$ cat config.mk
export PLATFORM = sky130hd
export DESIGN_NAME = switch_tx_top
export DESIGN_NICKNAME = d
export VERILOG_FILES = /design/src/verilog/switch_tx_pkg.sv /design/src/verilog/wb_if.sv /design/src/verilog/frame_buffer.sv /design/src/verilog/frame_loader.sv /design/src/verilog/switch_tx_top.sv /design/src/verilog/tx_mac_control.sv /design/src/verilog/voq_fifo.sv /design/src/verilog/wb_arbiter.sv
export SDC_FILE = /design/constraint.sdc
export NUM_CORES = 2
export LEC_CHECK = 0
export ABC_AREA = 1
export BUFFER_PORTS_ARGS = -buffer_cell sky130_fd_sc_hd__buf_2
export CELL_PAD_IN_SITES_DETAIL_PLACEMENT = 1
export CELL_PAD_IN_SITES_GLOBAL_PLACEMENT = 2
export CORE_MARGIN = 2
export CORE_UTILIZATION = 43
export CTS_CLUSTER_DIAMETER = 40
export DETAILED_ROUTE_END_ITERATION = 12
export HOLD_SLACK_MARGIN = 0.15
export PLACE_DENSITY = 0.79
export SLEW_MARGIN = 25
export SYNTH_ARGS = -nofsm -noshare
export SYNTH_HDL_FRONTEND = slang
export SYNTH_SLANG_ARGS = --single-unit
$ cat constraint.sdc
create_clock -name gmii_tx_clk_o -period 13.15 [get_ports gmii_tx_clk_o]
set_input_delay 0.6575 -clock gmii_tx_clk_o [delete_from_list [all_inputs] [get_ports gmii_tx_clk_o]]
set_output_delay 0.6575 -clock gmii_tx_clk_o [all_outputs]
set_load 0.05 [all_outputs]
$ cat src/verilog/switch_tx_pkg.sv
// switch egress shared definitions
package switch_tx_pkg;

    localparam int DATA_WIDTH      = 8;   // gmii byte
    localparam int BUF_DEPTH       = 256;
    localparam int BUF_AW          = 8;
    localparam int VOQ_DEPTH       = 4;
    localparam int VOQ_AW          = 2;
    localparam int MAX_FRAME_BYTES = 64;
    localparam int MIN_FRAME_BYTES = 1;
    localparam int PREAMBLE_LEN    = 7;
    localparam int IFG_BYTES       = 12;
    localparam int PREFETCH_DEPTH  = 4;   // mac read-ahead
    localparam int BUF_WORD_W      = 12;

    localparam logic [DATA_WIDTH-1:0] PREAMBLE_BYTE = 8'h55;
    localparam logic [DATA_WIDTH-1:0] SFD_BYTE      = 8'hD5;

    typedef logic [BUF_AW-1:0] buf_addr_t;

    // first word of a frame
    typedef struct packed {
        logic [BUF_WORD_W-1:0] len;  // frame length in bytes
    } buf_hdr_t;

    // every later word
    typedef struct packed {
        logic [3:0]            rsvd;
        logic [DATA_WIDTH-1:0] data;
    } buf_dat_t;

    typedef union packed {
        buf_hdr_t hdr;
        buf_dat_t dat;
    } buf_word_u;

endpackage

$ cat src/verilog/wb_if.sv
// wishbone classic bus
`timescale 1ns/100ps

interface wb_if import switch_tx_pkg::*; ();

    logic      cyc;
    logic      stb;
    logic      we;
    buf_addr_t adr;
    buf_word_u dat_w;
    buf_word_u dat_r;
    logic      ack;

    modport master (
        output cyc, stb, we, adr, dat_w,
        input  dat_r, ack
    );

    modport slave (
        input  cyc, stb, we, adr, dat_w,
        output dat_r, ack
    );

endinterface
$ cat src/verilog/frame_buffer.sv
// shared frame memory
`timescale 1ns/100ps

module frame_buffer import switch_tx_pkg::*; (
    input  logic gmii_tx_clk_o,
    input  logic switch_rst_n,
    wb_if.slave  bus
);

    buf_word_u mem [BUF_DEPTH];
    logic      ready_q;  // bus held off for the first cycle out of reset

    always_ff @(posedge gmii_tx_clk_o or negedge switch_rst_n) begin
        if (!switch_rst_n) begin
            ready_q <= 1'b0;
        end else begin
            ready_q <= 1'b1;
        end
    end

    // write port
    always_ff @(posedge gmii_tx_clk_o) begin
        if (bus.cyc && bus.stb && bus.we && ready_q) begin
            mem[bus.adr] <= bus.dat_w;
        end
    end

    // async read, so ack can come back in the request cycle
    assign bus.dat_r = mem[bus.adr];
    assign bus.ack   = bus.cyc && bus.stb && ready_q;

endmodule

$ cat src/verilog/frame_loader.sv
// fabric side frame loader
`timescale 1ns/100ps

module frame_loader import switch_tx_pkg::*; (
    input  logic                  gmii_tx_clk_o,
    input  logic                  switch_rst_n,
    input  logic                  load_valid_i,
    input  logic [DATA_WIDTH-1:0] load_data_i,
    input  logic                  load_last_i,   // last byte of the frame
    output logic                  load_ready_o,
    wb_if.master                  bus,
    output logic                  voq_push_o,
    output buf_addr_t             voq_ptr_o,
    input  logic                  voq_ready_i,
    input  logic                  rel_valid_i,   // mac finished a frame
    input  logic [BUF_WORD_W-1:0] rel_words_i
);

    typedef enum logic [1:0] {IDLE, WR_DATA, WR_HDR, PUSH} state_t;

    state_t                state_q;
    buf_addr_t             wr_adr_q;     // next free word
    buf_addr_t             start_adr_q;  // header slot of the current frame
    logic [DATA_WIDTH-1:0] data_q;
    logic                  last_q;
    logic                  run_q;
    logic [BUF_WORD_W-1:0] byte_cnt_q;
    logic [BUF_AW:0]       used_q;       // words held in the buffer
    logic [BUF_AW:0]       rel_sub;
    logic                  room_ok;
    logic                  accept;
    logic                  wr_req;
    logic                  wr_done;

    // a whole frame plus header must fit before a new frame starts
    assign room_ok = (BUF_DEPTH - int'(used_q)) >= (MAX_FRAME_BYTES + 1);

    assign load_ready_o = run_q && (state_q == IDLE) &&
                          (byte_cnt_q != '0 || (room_ok && voq_ready_i));
    assign accept       = load_valid_i && load_ready_o;

    assign wr_req    = (state_q == WR_DATA) || (state_q == WR_HDR);
    assign wr_done   = wr_req && bus.ack;
    assign bus.cyc   = wr_req;
    assign bus.stb   = wr_req;
    assign bus.we    = 1'b1;
    assign bus.adr   = (state_q == WR_HDR) ? start_adr_q : wr_adr_q;

    always_comb begin
        bus.dat_w = '0;
        if (state_q == WR_HDR) begin
            bus.dat_w.hdr.len = byte_cnt_q;
        end else begin
            bus.dat_w.dat.data = data_q;
        end
    end

    assign voq_push_o = (state_q == PUSH);
    assign voq_ptr_o  = start_adr_q;
    assign rel_sub    = rel_valid_i ? rel_words_i[BUF_AW:0] : '0;

    always_ff @(posedge gmii_tx_clk_o or negedge switch_rst_n) begin
        if (!switch_rst_n) begin
            state_q    <= IDLE;
            wr_adr_q   <= '0;
            byte_cnt_q <= '0;
            used_q     <= '0;
            run_q      <= 1'b0;
        end else begin
            run_q  <= 1'b1;
            used_q <= used_q + {{BUF_AW{1'b0}}, wr_done} - rel_sub;
            case (state_q)
                IDLE: begin
                    if (accept) begin
                        byte_cnt_q <= byte_cnt_q + 1'b1;
                        if (byte_cnt_q == '0) begin
                            wr_adr_q <= wr_adr_q + 1'b1;  // skip the header slot
                        end
                        state_q <= WR_DATA;
                    end
                end
                WR_DATA: begin
                    if (wr_done) begin
                        wr_adr_q <= wr_adr_q + 1'b1;
                        state_q  <= last_q ? WR_HDR : IDLE;
                    end
                end
                WR_HDR: begin
                    if (wr_done) state_q <= PUSH;
                end
                PUSH: begin
                    if (voq_ready_i) begin
                        byte_cnt_q <= '0;
                        state_q    <= IDLE;
                    end
                end
                default: state_q <= IDLE;
            endcase
        end
    end

    // byte and frame start capture
    always_ff @(posedge gmii_tx_clk_o) begin
        if (accept) begin
            data_q <= load_data_i;
            last_q <= load_last_i;
            if (byte_cnt_q == '0) start_adr_q <= wr_adr_q;
        end
    end

endmodule

$ cat src/verilog/switch_tx_top.sv
// switch port egress top level
`timescale 1ns/100ps

module switch_tx_top import switch_tx_pkg::*; (
    input  logic                  gmii_tx_clk_o,  // generated outside, gmii name kept
    input  logic                  switch_rst_n,
    input  logic                  load_valid_i,
    input  logic [DATA_WIDTH-1:0] load_data_i,
    input  logic                  load_last_i,
    output logic                  load_ready_o,
    output logic [DATA_WIDTH-1:0] gmii_tx_data_o,
    output logic                  gmii_tx_en_o,
    output logic                  gmii_tx_er_o
);

    wb_if wb_ldr ();
    wb_if wb_mac ();
    wb_if wb_mem ();

    logic                  voq_push;
    logic                  voq_push_ready;
    buf_addr_t             voq_push_ptr;
    logic                  voq_pop_valid;
    logic                  voq_pop_ready;
    buf_addr_t             voq_pop_ptr;
    logic                  rel_valid;
    logic [BUF_WORD_W-1:0] rel_words;

    frame_loader u_loader (
        .gmii_tx_clk_o (gmii_tx_clk_o),
        .switch_rst_n  (switch_rst_n),
        .load_valid_i  (load_valid_i),
        .load_data_i   (load_data_i),
        .load_last_i   (load_last_i),
        .load_ready_o  (load_ready_o),
        .bus           (wb_ldr.master),
        .voq_push_o    (voq_push),
        .voq_ptr_o     (voq_push_ptr),
        .voq_ready_i   (voq_push_ready),
        .rel_valid_i   (rel_valid),
        .rel_words_i   (rel_words)
    );

    voq_fifo u_voq (
        .gmii_tx_clk_o (gmii_tx_clk_o),
        .switch_rst_n  (switch_rst_n),
        .push_valid_i  (voq_push),
        .push_ptr_i    (voq_push_ptr),
        .push_ready_o  (voq_push_ready),
        .pop_valid_o   (voq_pop_valid),
        .pop_ptr_o     (voq_pop_ptr),
        .pop_ready_i   (voq_pop_ready)
    );

    tx_mac_control u_mac (
        .gmii_tx_clk_o  (gmii_tx_clk_o),
        .switch_rst_n   (switch_rst_n),
        .voq_valid_i    (voq_pop_valid),
        .voq_ptr_i      (voq_pop_ptr),
        .voq_ready_o    (voq_pop_ready),
        .bus            (wb_mac.master),
        .gmii_tx_data_o (gmii_tx_data_o),
        .gmii_tx_en_o   (gmii_tx_en_o),
        .gmii_tx_er_o   (gmii_tx_er_o),
        .rel_valid_o    (rel_valid),
        .rel_words_o    (rel_words)
    );

    // mac and loader share the one buffer port
    wb_arbiter u_arb (
        .gmii_tx_clk_o (gmii_tx_clk_o),
        .switch_rst_n  (switch_rst_n),
        .mac_bus       (wb_mac.slave),
        .ldr_bus       (wb_ldr.slave),
        .mem_bus       (wb_mem.master)
    );

    frame_buffer u_buf (
        .gmii_tx_clk_o (gmii_tx_clk_o),
        .switch_rst_n  (switch_rst_n),
        .bus           (wb_mem.slave)
    );

endmodule

$ cat src/verilog/tx_mac_control.sv
// gmii transmit mac with wishbone prefetch
`timescale 1ns/100ps

module tx_mac_control import switch_tx_pkg::*; (
    input  logic                  gmii_tx_clk_o,
    input  logic                  switch_rst_n,
    input  logic                  voq_valid_i,  // start address waiting
    input  buf_addr_t             voq_ptr_i,
    output logic                  voq_ready_o,
    wb_if.master                  bus,
    output logic [DATA_WIDTH-1:0] gmii_tx_data_o,
    output logic                  gmii_tx_en_o,
    output logic                  gmii_tx_er_o,
    output logic                  rel_valid_o,  // one cycle at frame end
    output logic [BUF_WORD_W-1:0] rel_words_o
);

    typedef enum logic [1:0] {IDLE, PREAMBLE, DATA, IFG} state_t;

    state_t                state_q;
    logic                  hdr_done_q;    // length known
    logic [2:0]            pre_cnt_q;     // 7 preamble + sfd
    logic [3:0]            ifg_cnt_q;
    logic [BUF_WORD_W-1:0] fetch_left_q;  // bytes still to read
    logic [BUF_WORD_W-1:0] tx_left_q;     // bytes still to send
    logic [BUF_WORD_W-1:0] len_q;
    buf_addr_t             fetch_adr_q;

    // prefetch fifo
    logic [DATA_WIDTH-1:0]             pf_mem [PREFETCH_DEPTH];
    logic [$clog2(PREFETCH_DEPTH)-1:0] pf_wr_q;
    logic [$clog2(PREFETCH_DEPTH)-1:0] pf_rd_q;
    logic [$clog2(PREFETCH_DEPTH):0]   pf_cnt_q;
    logic                              pf_full;
    logic                              pf_push;
    logic                              pf_pop;

    logic pop;
    logic hdr_req;
    logic dat_req;
    logic bus_done;
    logic tx_go;

    assign voq_ready_o = (state_q == IDLE);
    assign pop         = voq_valid_i && voq_ready_o;

    // fetch engine, header first then data until fifo full or frame done
    assign pf_full  = int'(pf_cnt_q) == PREFETCH_DEPTH;
    assign hdr_req  = (state_q == PREAMBLE) && !hdr_done_q;
    assign dat_req  = hdr_done_q && (fetch_left_q != '0) && !pf_full &&
                      (state_q == PREAMBLE || state_q == DATA);
    assign bus.cyc   = hdr_req || dat_req;
    assign bus.stb   = hdr_req || dat_req;
    assign bus.we    = 1'b0;
    assign bus.adr   = fetch_adr_q;
    assign bus.dat_w = '0;
    assign bus_done  = (hdr_req || dat_req) && bus.ack;

    assign pf_push = bus_done && hdr_done_q;
    assign pf_pop  = (state_q == DATA) && (pf_cnt_q != '0);

    // preamble only starts once the fifo holds enough to run without gaps
    assign tx_go = (state_q == PREAMBLE) &&
                   (pre_cnt_q != '0 || (hdr_done_q && (pf_full || fetch_left_q == '0)));

    assign rel_words_o = len_q + 1'b1;  // header word included

    always_ff @(posedge gmii_tx_clk_o) begin
        if (pf_push) pf_mem[pf_wr_q] <= bus.dat_r.dat.data;
        if (bus_done) fetch_adr_q <= fetch_adr_q + 1'b1;
        if (bus_done && !hdr_done_q) len_q <= bus.dat_r.hdr.len;
        if (pop) fetch_adr_q <= voq_ptr_i;
    end

    always_ff @(posedge gmii_tx_clk_o or negedge switch_rst_n) begin
        if (!switch_rst_n) begin
            state_q        <= IDLE;
            hdr_done_q     <= 1'b0;
            pre_cnt_q      <= '0;
            ifg_cnt_q      <= '0;
            fetch_left_q   <= '0;
            tx_left_q      <= '0;
            pf_wr_q        <= '0;
            pf_rd_q        <= '0;
            pf_cnt_q       <= '0;
            gmii_tx_data_o <= '0;
            gmii_tx_en_o   <= 1'b0;
            gmii_tx_er_o   <= 1'b0;
            rel_valid_o    <= 1'b0;
        end else begin
            gmii_tx_data_o <= '0;
            gmii_tx_en_o   <= 1'b0;
            gmii_tx_er_o   <= 1'b0;
            rel_valid_o    <= 1'b0;

            if (pf_push) pf_wr_q <= pf_wr_q + 1'b1;
            if (pf_pop) pf_rd_q <= pf_rd_q + 1'b1;
            case ({pf_push, pf_pop})
                2'b10:   pf_cnt_q <= pf_cnt_q + 1'b1;
                2'b01:   pf_cnt_q <= pf_cnt_q - 1'b1;
                default: pf_cnt_q <= pf_cnt_q;
            endcase
            if (pf_push) fetch_left_q <= fetch_left_q - 1'b1;

            case (state_q)
                IDLE: begin
                    if (pop) begin
                        hdr_done_q <= 1'b0;
                        pre_cnt_q  <= '0;
                        state_q    <= PREAMBLE;
                    end
                end
                PREAMBLE: begin
                    if (bus_done && !hdr_done_q) begin
                        hdr_done_q   <= 1'b1;
                        fetch_left_q <= bus.dat_r.hdr.len;
                    end
                    if (tx_go) begin
                        gmii_tx_en_o   <= 1'b1;
                        gmii_tx_data_o <= (pre_cnt_q == 3'(PREAMBLE_LEN)) ? SFD_BYTE
                                                                         : PREAMBLE_BYTE;
                        pre_cnt_q      <= pre_cnt_q + 1'b1;
                        if (pre_cnt_q == 3'(PREAMBLE_LEN)) begin
                            tx_left_q <= len_q;
                            state_q   <= DATA;
                        end
                    end
                end
                DATA: begin
                    gmii_tx_en_o   <= 1'b1;
                    gmii_tx_er_o   <= !pf_pop;  // fifo ran dry
                    gmii_tx_data_o <= pf_mem[pf_rd_q];
                    tx_left_q      <= tx_left_q - 1'b1;
                    if (tx_left_q == BUF_WORD_W'(1)) begin
                        rel_valid_o <= 1'b1;
                        ifg_cnt_q   <= '0;
                        state_q     <= IFG;
                    end
                end
                IFG: begin
                    ifg_cnt_q <= ifg_cnt_q + 1'b1;
                    if (ifg_cnt_q == 4'(IFG_BYTES - 1)) state_q <= IDLE;
                end
                default: state_q <= IDLE;
            endcase
        end
    end

endmodule

$ cat src/verilog/voq_fifo.sv
// virtual output queue of frame start addresses
`timescale 1ns/100ps

module voq_fifo import switch_tx_pkg::*; (
    input  logic      gmii_tx_clk_o,
    input  logic      switch_rst_n,
    input  logic      push_valid_i,
    input  buf_addr_t push_ptr_i,
    output logic      push_ready_o,
    output logic      pop_valid_o,
    output buf_addr_t pop_ptr_o,
    input  logic      pop_ready_i
);

    buf_addr_t         slots [VOQ_DEPTH];
    logic [VOQ_AW-1:0] wr_q;
    logic [VOQ_AW-1:0] rd_q;
    logic [VOQ_AW:0]   cnt_q;
    logic              push;
    logic              pop;

    assign push_ready_o = int'(cnt_q) != VOQ_DEPTH;
    assign pop_valid_o  = cnt_q != '0;
    assign pop_ptr_o    = slots[rd_q];  // head of queue

    assign push = push_valid_i && push_ready_o;
    assign pop  = pop_valid_o && pop_ready_i;

    always_ff @(posedge gmii_tx_clk_o) begin
        if (push) slots[wr_q] <= push_ptr_i;
    end

    always_ff @(posedge gmii_tx_clk_o or negedge switch_rst_n) begin
        if (!switch_rst_n) begin
            wr_q  <= '0;
            rd_q  <= '0;
            cnt_q <= '0;
        end else begin
            if (push) wr_q <= wr_q + 1'b1;
            if (pop) rd_q <= rd_q + 1'b1;
            case ({push, pop})
                2'b10:   cnt_q <= cnt_q + 1'b1;
                2'b01:   cnt_q <= cnt_q - 1'b1;
                default: cnt_q <= cnt_q;  // none or both
            endcase
        end
    end

endmodule

$ cat src/verilog/wb_arbiter.sv
// two-master wishbone arbiter, mac first
`timescale 1ns/100ps

module wb_arbiter (
    input  logic  gmii_tx_clk_o,
    input  logic  switch_rst_n,
    wb_if.slave   mac_bus,
    wb_if.slave   ldr_bus,
    wb_if.master  mem_bus
);

    logic gnt_mac_q;  // current owner, 1 = mac
    logic gnt_mac;    // owner for this cycle

    // owner keeps the bus until it drops cyc
    always_comb begin
        gnt_mac = gnt_mac_q;
        if (gnt_mac_q ? !mac_bus.cyc : !ldr_bus.cyc) begin
            if (mac_bus.cyc) begin
                gnt_mac = 1'b1;
            end else if (ldr_bus.cyc) begin
                gnt_mac = 1'b0;
            end
        end
    end

    always_ff @(posedge gmii_tx_clk_o or negedge switch_rst_n) begin
        if (!switch_rst_n) begin
            gnt_mac_q <= 1'b1;
        end else begin
            gnt_mac_q <= gnt_mac;
        end
    end

    // request mux
    assign mem_bus.cyc   = gnt_mac ? mac_bus.cyc   : ldr_bus.cyc;
    assign mem_bus.stb   = gnt_mac ? mac_bus.stb   : ldr_bus.stb;
    assign mem_bus.we    = gnt_mac ? mac_bus.we    : ldr_bus.we;
    assign mem_bus.adr   = gnt_mac ? mac_bus.adr   : ldr_bus.adr;
    assign mem_bus.dat_w = gnt_mac ? mac_bus.dat_w : ldr_bus.dat_w;

    // read data to both, ack only to the owner
    assign mac_bus.dat_r = mem_bus.dat_r;
    assign ldr_bus.dat_r = mem_bus.dat_r;
    assign mac_bus.ack   = gnt_mac && mem_bus.ack;
    assign ldr_bus.ack   = !gnt_mac && mem_bus.ack;

endmodule

# Word level (Yosys, flattened, before mapping)
# Memories as Yosys holds them, arrays and structs flattened.
# Index checks and enable logic that the tools add are counted.
[op_classes]
order_cmp = 1
n_addsub = 19
n_eq_ne = 26
n_reduce_logical = 60
muxes = 63
[ops]
columns = ["operator", "count"]
rows = [
  ["12-bit 2-to-1 mux", 8],
  ["8-bit 2-to-1 mux", 10],
  ["12-bit case mux with 2 select lines", 2],
  ["32-bit by 8-bit greater-or-equal comparator with 1-bit output (second input constant)", 1],
  ["8-bit case mux with 2 select lines", 2],
  ["12-bit logical NOT", 2],
  ["12-bit nonzero test", 2],
  ["12-bit by 1-bit subtractor with 12-bit output (second input constant)", 2],
  ["1-bit logical AND", 22],
  ["2-bit 2-to-1 mux", 10],
  ["1-bit 2-to-1 mux", 18],
  ["3-bit case mux with 2 select lines", 3],
  ["8-bit by 1-bit adder with 8-bit output (second input constant)", 2],
  ["2-bit case mux with 4 select lines", 2],
  ["2-bit nonzero test", 8],
  ["12-bit by 1-bit adder with 12-bit output (second input constant)", 1],
  ["12-bit by 1-bit equality test with 1-bit output (second input constant)", 1],
  ["2-bit equality test (second input constant)", 6],
  ["2-bit != test (second input constant)", 6],
  ["3-bit AND reduction", 4],
  ["2-bit by 1-bit != test with 1-bit output (second input constant)", 5],
  ["9-bit by 9-bit subtractor with 10-bit output (first input constant)", 1],
  ["3-bit by 1-bit adder with 3-bit output (second input constant)", 3],
  ["9-bit by 1-bit adder with 9-bit output", 1],
  ["21 further kinds", 47],
]
[totals]
mem_bits_rw = 3136
elab_cells = 199
regBits = 129
mem_count = 3
output_inout_bits = 11
in_bits = 12
[memory_table]
columns = ["memory", "depth", "word_bits", "rd", "rd_clocked_by_memory_dff", "write_ports", "line", "text"]
rows = [
  ["u_buf.mem", 256, 12, 1, 0, 1, "frame_buffer.sv:10", "buf_word_u mem [BUF_DEPTH];"],
  ["u_mac.pf_mem", 4, 8, 1, 0, 1, "tx_mac_control.sv:30", "logic [DATA_WIDTH-1:0] pf_mem [PREFETCH_DEPTH];"],
  ["u_voq.slots", 4, 8, 1, 0, 1, "voq_fifo.sv:15", "buf_addr_t slots [VOQ_DEPTH];"],
]

# Longest topological paths before layout
[logic_depth]
depth_word = 16
mapped_depth = 28
ltp_nobuf = 25

# Modules after synthesis
# A second synthesis with hierarchy kept.
[hier_totals]
hier_cells = 12733
hier_area_um2 = 136890.0
[modules_own_cells]
columns = ["module", "instances", "area_each_um2", "cells_per_inst", "seq_area_each_um2"]
rows = [
  ["frame_buffer", 1, 126058.4, 11518, 92273.5],
  ["tx_mac_control", 1, 5515.3, 611, 2862.7],
  ["frame_loader", 1, 2984.1, 344, 1311.3],
  ["voq_fifo", 1, 1739.2, 152, 1136.1],
  ["wb_arbiter", 1, 593.1, 108, 26.3],
]

# Worst setup path before layout
# Ideal clock, no wire load.
[synth_timing]
path_kind = "register to register"
startpoint = "reg u_loader.state_q[0]"
endpoint = "mem u_buf.mem[0][0] (netlist bit), data pin"
t_arrival_ps = 8389
slack_ps = 3187
path_buffers = 2
period_less_slack_ps = 9963
stages_incl_launch_ff = 10
path_cell_list = "dfrtp_1 > inv_1 > ha_1 > inv_1 > or2_2 > nand2_4 > nand2_4 > buf_6 > buf_6 > a21oi_1"
[synth_between]
elab_chain_cells = 6
elab_cells_between_ends = 10
classes_between = "eq/ne: 2; mux: 6; reduce/logical: 2"
[synth_lines]
columns = ["item", "line", "text"]
rows = [
  ["start, declared", "frame_loader.sv:21", "state_t state_q;"],
  ["start signal, assigned", "frame_loader.sv:85", "state_q <= last_q ? WR_HDR : IDLE;"],
  ["2-bit by 1-bit equality test with 1-bit output / 2-bit equality test (equally long branches)", "frame_loader.sv:42", "assign wr_req = (state_q == WR_DATA) || (state_q == WR_HDR);"],
  ["1-bit logical OR *", "frame_loader.sv:42", ""],
  ["1-bit 2-to-1 mux / 1-bit logical NOT (equally long branches)", "wb_arbiter.sv:21, wb_arbiter.sv:18", ""],
  ["1-bit 2-to-1 mux (on tied branches)", "wb_arbiter.sv:19, wb_arbiter.sv:18", ""],
  ["1-bit 2-to-1 mux *", "wb_arbiter.sv:18", "if (gnt_mac_q ? !mac_bus.cyc : !ldr_bus.cyc) begin"],
  ["named net u_arb.gnt_mac", "wb_arbiter.sv:13", "logic gnt_mac;"],
  ["12-bit 2-to-1 mux *", "wb_arbiter.sv:40", "assign mem_bus.dat_w = gnt_mac ? mac_bus.dat_w : ldr_bus.dat_w;"],
  ["named net u_arb.mem_bus.dat_w[0]", "wb_if.sv:15", "output cyc, stb, we, adr, dat_w,"],
  ["end, declared", "frame_buffer.sv:10", ""],
]
# Mark *: on every way through the listed nets, which the timed path passes. The rest lies on a longest branch.

# Final worst setup path
[layout_timing]
startpoint = "reg u_loader.state_q[0]"
endpoint = "reg u_mac.fetch_left_q[7]"
[layout_between]
elab_cells_between_ends = 20
classes_between = "eq/ne: 2; mux: 10; reduce/logical: 7; memory: 1"
[layout_rtl]
columns = ["item", "line", "text"]
rows = [
  ["2-bit by 1-bit equality test with 1-bit output / 2-bit equality test (equally long branches)", "frame_loader.sv:42, frame_loader.sv:47", ""],
  ["1-bit logical OR", "frame_loader.sv:42", ""],
  ["1-bit 2-to-1 mux / 1-bit logical NOT (equally long branches)", "wb_arbiter.sv:21, wb_arbiter.sv:18", ""],
  ["1-bit 2-to-1 mux (on tied branches)", "wb_arbiter.sv:19, wb_arbiter.sv:18", ""],
  ["1-bit 2-to-1 mux", "wb_arbiter.sv:18", ""],
  ["8-bit 2-to-1 mux *", "wb_arbiter.sv:39", "assign mem_bus.adr = gnt_mac ? mac_bus.adr : ldr_bus.adr;"],
  ["memory read 256 x 12 bit *", "n/a", ""],
  ["named net u_arb.ldr_bus.dat_r[7]", "wb_if.sv:21", "output dat_r, ack"],
  ["12-bit 2-to-1 mux *", "tx_mac_control.sv:114", "if (bus_done && !hdr_done_q) begin"],
  ["12-bit 2-to-1 mux *", "tx_mac_control.sv:105", "case (state_q)"],
  ["end signal, assigned", "tx_mac_control.sv:103", "if (pf_push) fetch_left_q <= fetch_left_q - 1'b1;"],
  ["end signal, assigned", "tx_mac_control.sv:116", "fetch_left_q <= bus.dat_r.hdr.len;"],
  ["end, declared", "tx_mac_control.sv:24", "logic [BUF_WORD_W-1:0] fetch_left_q;"],
]
# Marked as above.
# A chain may end at the register's enable or synchronous reset.

==> flow_metrics.env <==
export IMPL_status="completed"
export IMPL_vias_per_cell=5.498
export IMPL_hpwl_um=268700
export IMPL_grt_pass1_wl_um=680800
export IMPL_ys_warn_count=0
export IMPL_die_area_um2=319000
export IMPL_start_util=0.4329
export IMPL_rr_startpoint="u_loader.state_q[0]"
export IMPL_antenna_found_initial=22
export IMPL_clockRootBuffer="clkbuf_16"
export IMPL_path_max_fanout=118
export IMPL_r2r_worst_path_cells=22
export IMPL_vias=96100
export IMPL_synthFlopType="edfxtp_1"
export IMPL_insertion_delay_ns=1.02
export IMPL_chipHeight_um=564.8
export IMPL_worstMarginPinSlew_ns=1.230
export IMPL_fin_nets=12960
export IMPL_maxCapViolations=0
export IMPL_ctsHtreeMaxLevel=6
export IMPL_ys_ff_latch=3265
export IMPL_period_needed_ns=6.983
export IMPL_core_um2=312400
export IMPL_clock_sinks=3265
export IMPL_clk_pin_slew_worst_paths_ns=0.05
export IMPL_critPathLaunchType="register"
export IMPL_finClkSkew_ns=0.04261
export IMPL_grt_max_degree=177
export IMPL_syn_to_final_growth_pct=17.96
export IMPL_required_ns=14.10
export IMPL_hold_ws_ns=0.2456
export IMPL_async_reset_ff_frac=0.02818
export IMPL_finalWeightedCongestion=0.8659
export IMPL_fin_crit_sh=0.5310
export IMPL_synth_nets=12690
export IMPL_initialDrtViolationCount=9504
export IMPL_slew_headroom=0.1803
export IMPL_numPortBuffers=22
export IMPL_syn_area_um2=135200
export IMPL_synth_cell_type_count=49
export IMPL_post_drt_wl_per_cell_um=26.82
export IMPL_final_common_cell="nand2_1"
export IMPL_synth_edf_count=3173
export IMPL_drv_slew=0
export IMPL_synthCells=12630
export IMPL_num_fill_cells=32910
export IMPL_drive_above_1_share=0.1045
export IMPL_grt_overflow=0
export IMPL_place_area_um2=141000
export IMPL_antenna_left=0
export IMPL_cts_path_max_buffers=4
export IMPL_grtUsageTotal=0.2911
export IMPL_route_detailed_drc=0
export IMPL_fp_row_count=205
export IMPL_reg2reg_slack_ns=6.17
export IMPL_setup_violations_final=0
export IMPL_die_w_um=564.8
export IMPL_drt_pass1_iter_count=6
export IMPL_cp_arrival_ns=7.93
export IMPL_hold_viol=0
export IMPL_ios=23
export IMPL_cts_tree="done"
export IMPL_setup_tns_ns=0
export IMPL_cp_end_kind="register"
export IMPL_final_cell_mix="nand2_1 (6,818), edfxtp_1 (3,173), nor2_1 (641), clkbuf_16 (533), nand3_1 (523)"
export IMPL_fmax_mhz=143.2
export IMPL_ys_seq_area_frac=0.7215
export IMPL_crit_type="reg -> reg"
export IMPL_grt_pass1_vias=100000
export IMPL_final_cell_area_um2=159500
export IMPL_syn_mean_instance_area_um2=10.71
export IMPL_hp_class="in -> async"
export IMPL_rsz0062_at_grt="no"
export IMPL_cts_buffers=529
export IMPL_wirelength_um=468700
export IMPL_worst_r2r_endpoint="u_mac.fetch_left_q[7]"
cells in the mapped netlist (28+ instances only):
cell type | number | area share
nand2_1 | 6836 | 0.19
dfrtp_1 | 91 | 0.017
o21ai_1 | 34 | 0.0013
edfxtp_1 | 3173 | 0.70
nand3_1 | 524 | 0.019
nor2_1 | 761 | 0.021
a21oi_1 | 79 | 0.0029
buf_1 | 38 | 0.0011
inv_1 | 141 | 0.0039
buf_2 | 383 | 0.014
ha_1 | 47 | 0.0043
o21ai_0 | 128 | 0.0047
clkbuf_1 | 191 | 0.0053
nor3_1 | 28 | 0.0010
nand4_1 | 29 | 0.0013
logic make-up after synthesis:
logic type               count (synthesis)  share of synthesized area
buffers and inverters                  779                    0.02547
adder cells (fa/ha/maj)                 50                   0.004792
other                                    1                 0.00002773
AND/OR/NAND/NOR                       8217                     0.2348
XOR/XNOR                                33                   0.002137
AO/OA/AOI/OAI                          281                    0.01118
flip-flops                            3265                     0.7215
critical path, cell delays in order, from the launching register on:
cell	delay, ns
dfrtp_1	0.41
inv_1	0.14
ha_1	0.72
o21ai_0	0.36
nand3_4	0.16
buf_4	0.59
nand2_8	0.44
nor2_4	0.25
buf_12	0.62
buf_4	0.59
buf_4	0.54
nand2_1	0.13
nand3_1	0.17
nand2_1	0.08
nand2_1	0.10
nor2_1	0.04
nor2_1	0.40
nor2_1	0.30
nand2_1	0.15
nor2_1	0.05
nand3_1	0.21
nand2_1	0.11
nand2_1	0.07
metrics by stage:
stage,instances,setup WS (ns),utilization
CTS,17470,6.260,0.5103
detailed placement,16490,6.312,0.4512
global route,17470,5.906,0.5106
floorplan,12630,3.187,-
finish,17480,6.167,0.5106
global placement,16490,6.391,0.4502
sequential cells by signal, summed over array words and instances, names as in the netlist, 4 cells and up, named ones only:
register,count
u_mac.gmii_tx_data_o,8
u_mac.bus.adr,8
u_loader.data_q,8
u_mac.ifg_cnt_q,4
u_loader.used_q,9
u_loader.wr_adr_q,8
u_mac.len_q,12
u_loader.voq_ptr_o,8
u_buf.mem,3072
u_voq.slots,32
u_mac.pf_mem,32
u_mac.fetch_left_q,12
u_loader.byte_cnt_q,12
u_mac.tx_left_q,12
cell type report:
class,instances,area (um2),area share
Clock inverter,379,4812,0.03016
Multi-Input combinational cell,8582,34830,0.2183
Tap cell,4140,5180,0.03247
Antenna cell,12,30.03,0.0001882
Timing Repair Buffer,356,2940,0.01843
Clock buffer,585,13550,0.08495
Inverter,159,604.3,0.003788
Sequential cell,3265,97580,0.6117
routing by layer:
layer  wire (um)  part of all wire  vias to the layer above  GRT usage
met1      197900              0.42                    49300     0.3974
li1            -                 -                    42490          -
met4       18510             0.039                        6     0.1131
met2      220000              0.47                     3463     0.4735
met5          31          0.000066                        -          0
met3       32180             0.069                      832    0.03878
worst max-delay path by stage:
stage,from,end,slack [ns],cells after the start
finish,u_loader.state_q[0],u_mac.fetch_left_q[7],6.17,22
global route,u_loader.state_q[0],u_mac.pf_mem[1][6],5.91,20
CTS,u_mac.state_q[0],u_mac.pf_mem[3][1],6.26,26
detailed placement,u_mac.state_q[0],u_mac.pf_mem[2][1],6.31,26
global placement,u_loader.state_q[0],u_mac.fetch_left_q[5],6.39,22
floorplan,u_loader.state_q[0],u_buf.mem[0][0],3.19,9
repair_timing:
action,CTS,global route
hold buffers,10,0
setup endpoints to repair,0,0
hold endpoints to repair,56,0
buffers inserted,0,0
gates resized for setup,0,0
Power is not shown: default switching activity piles up to over one toggle a cycle in this logic, so the estimate is an artifact.
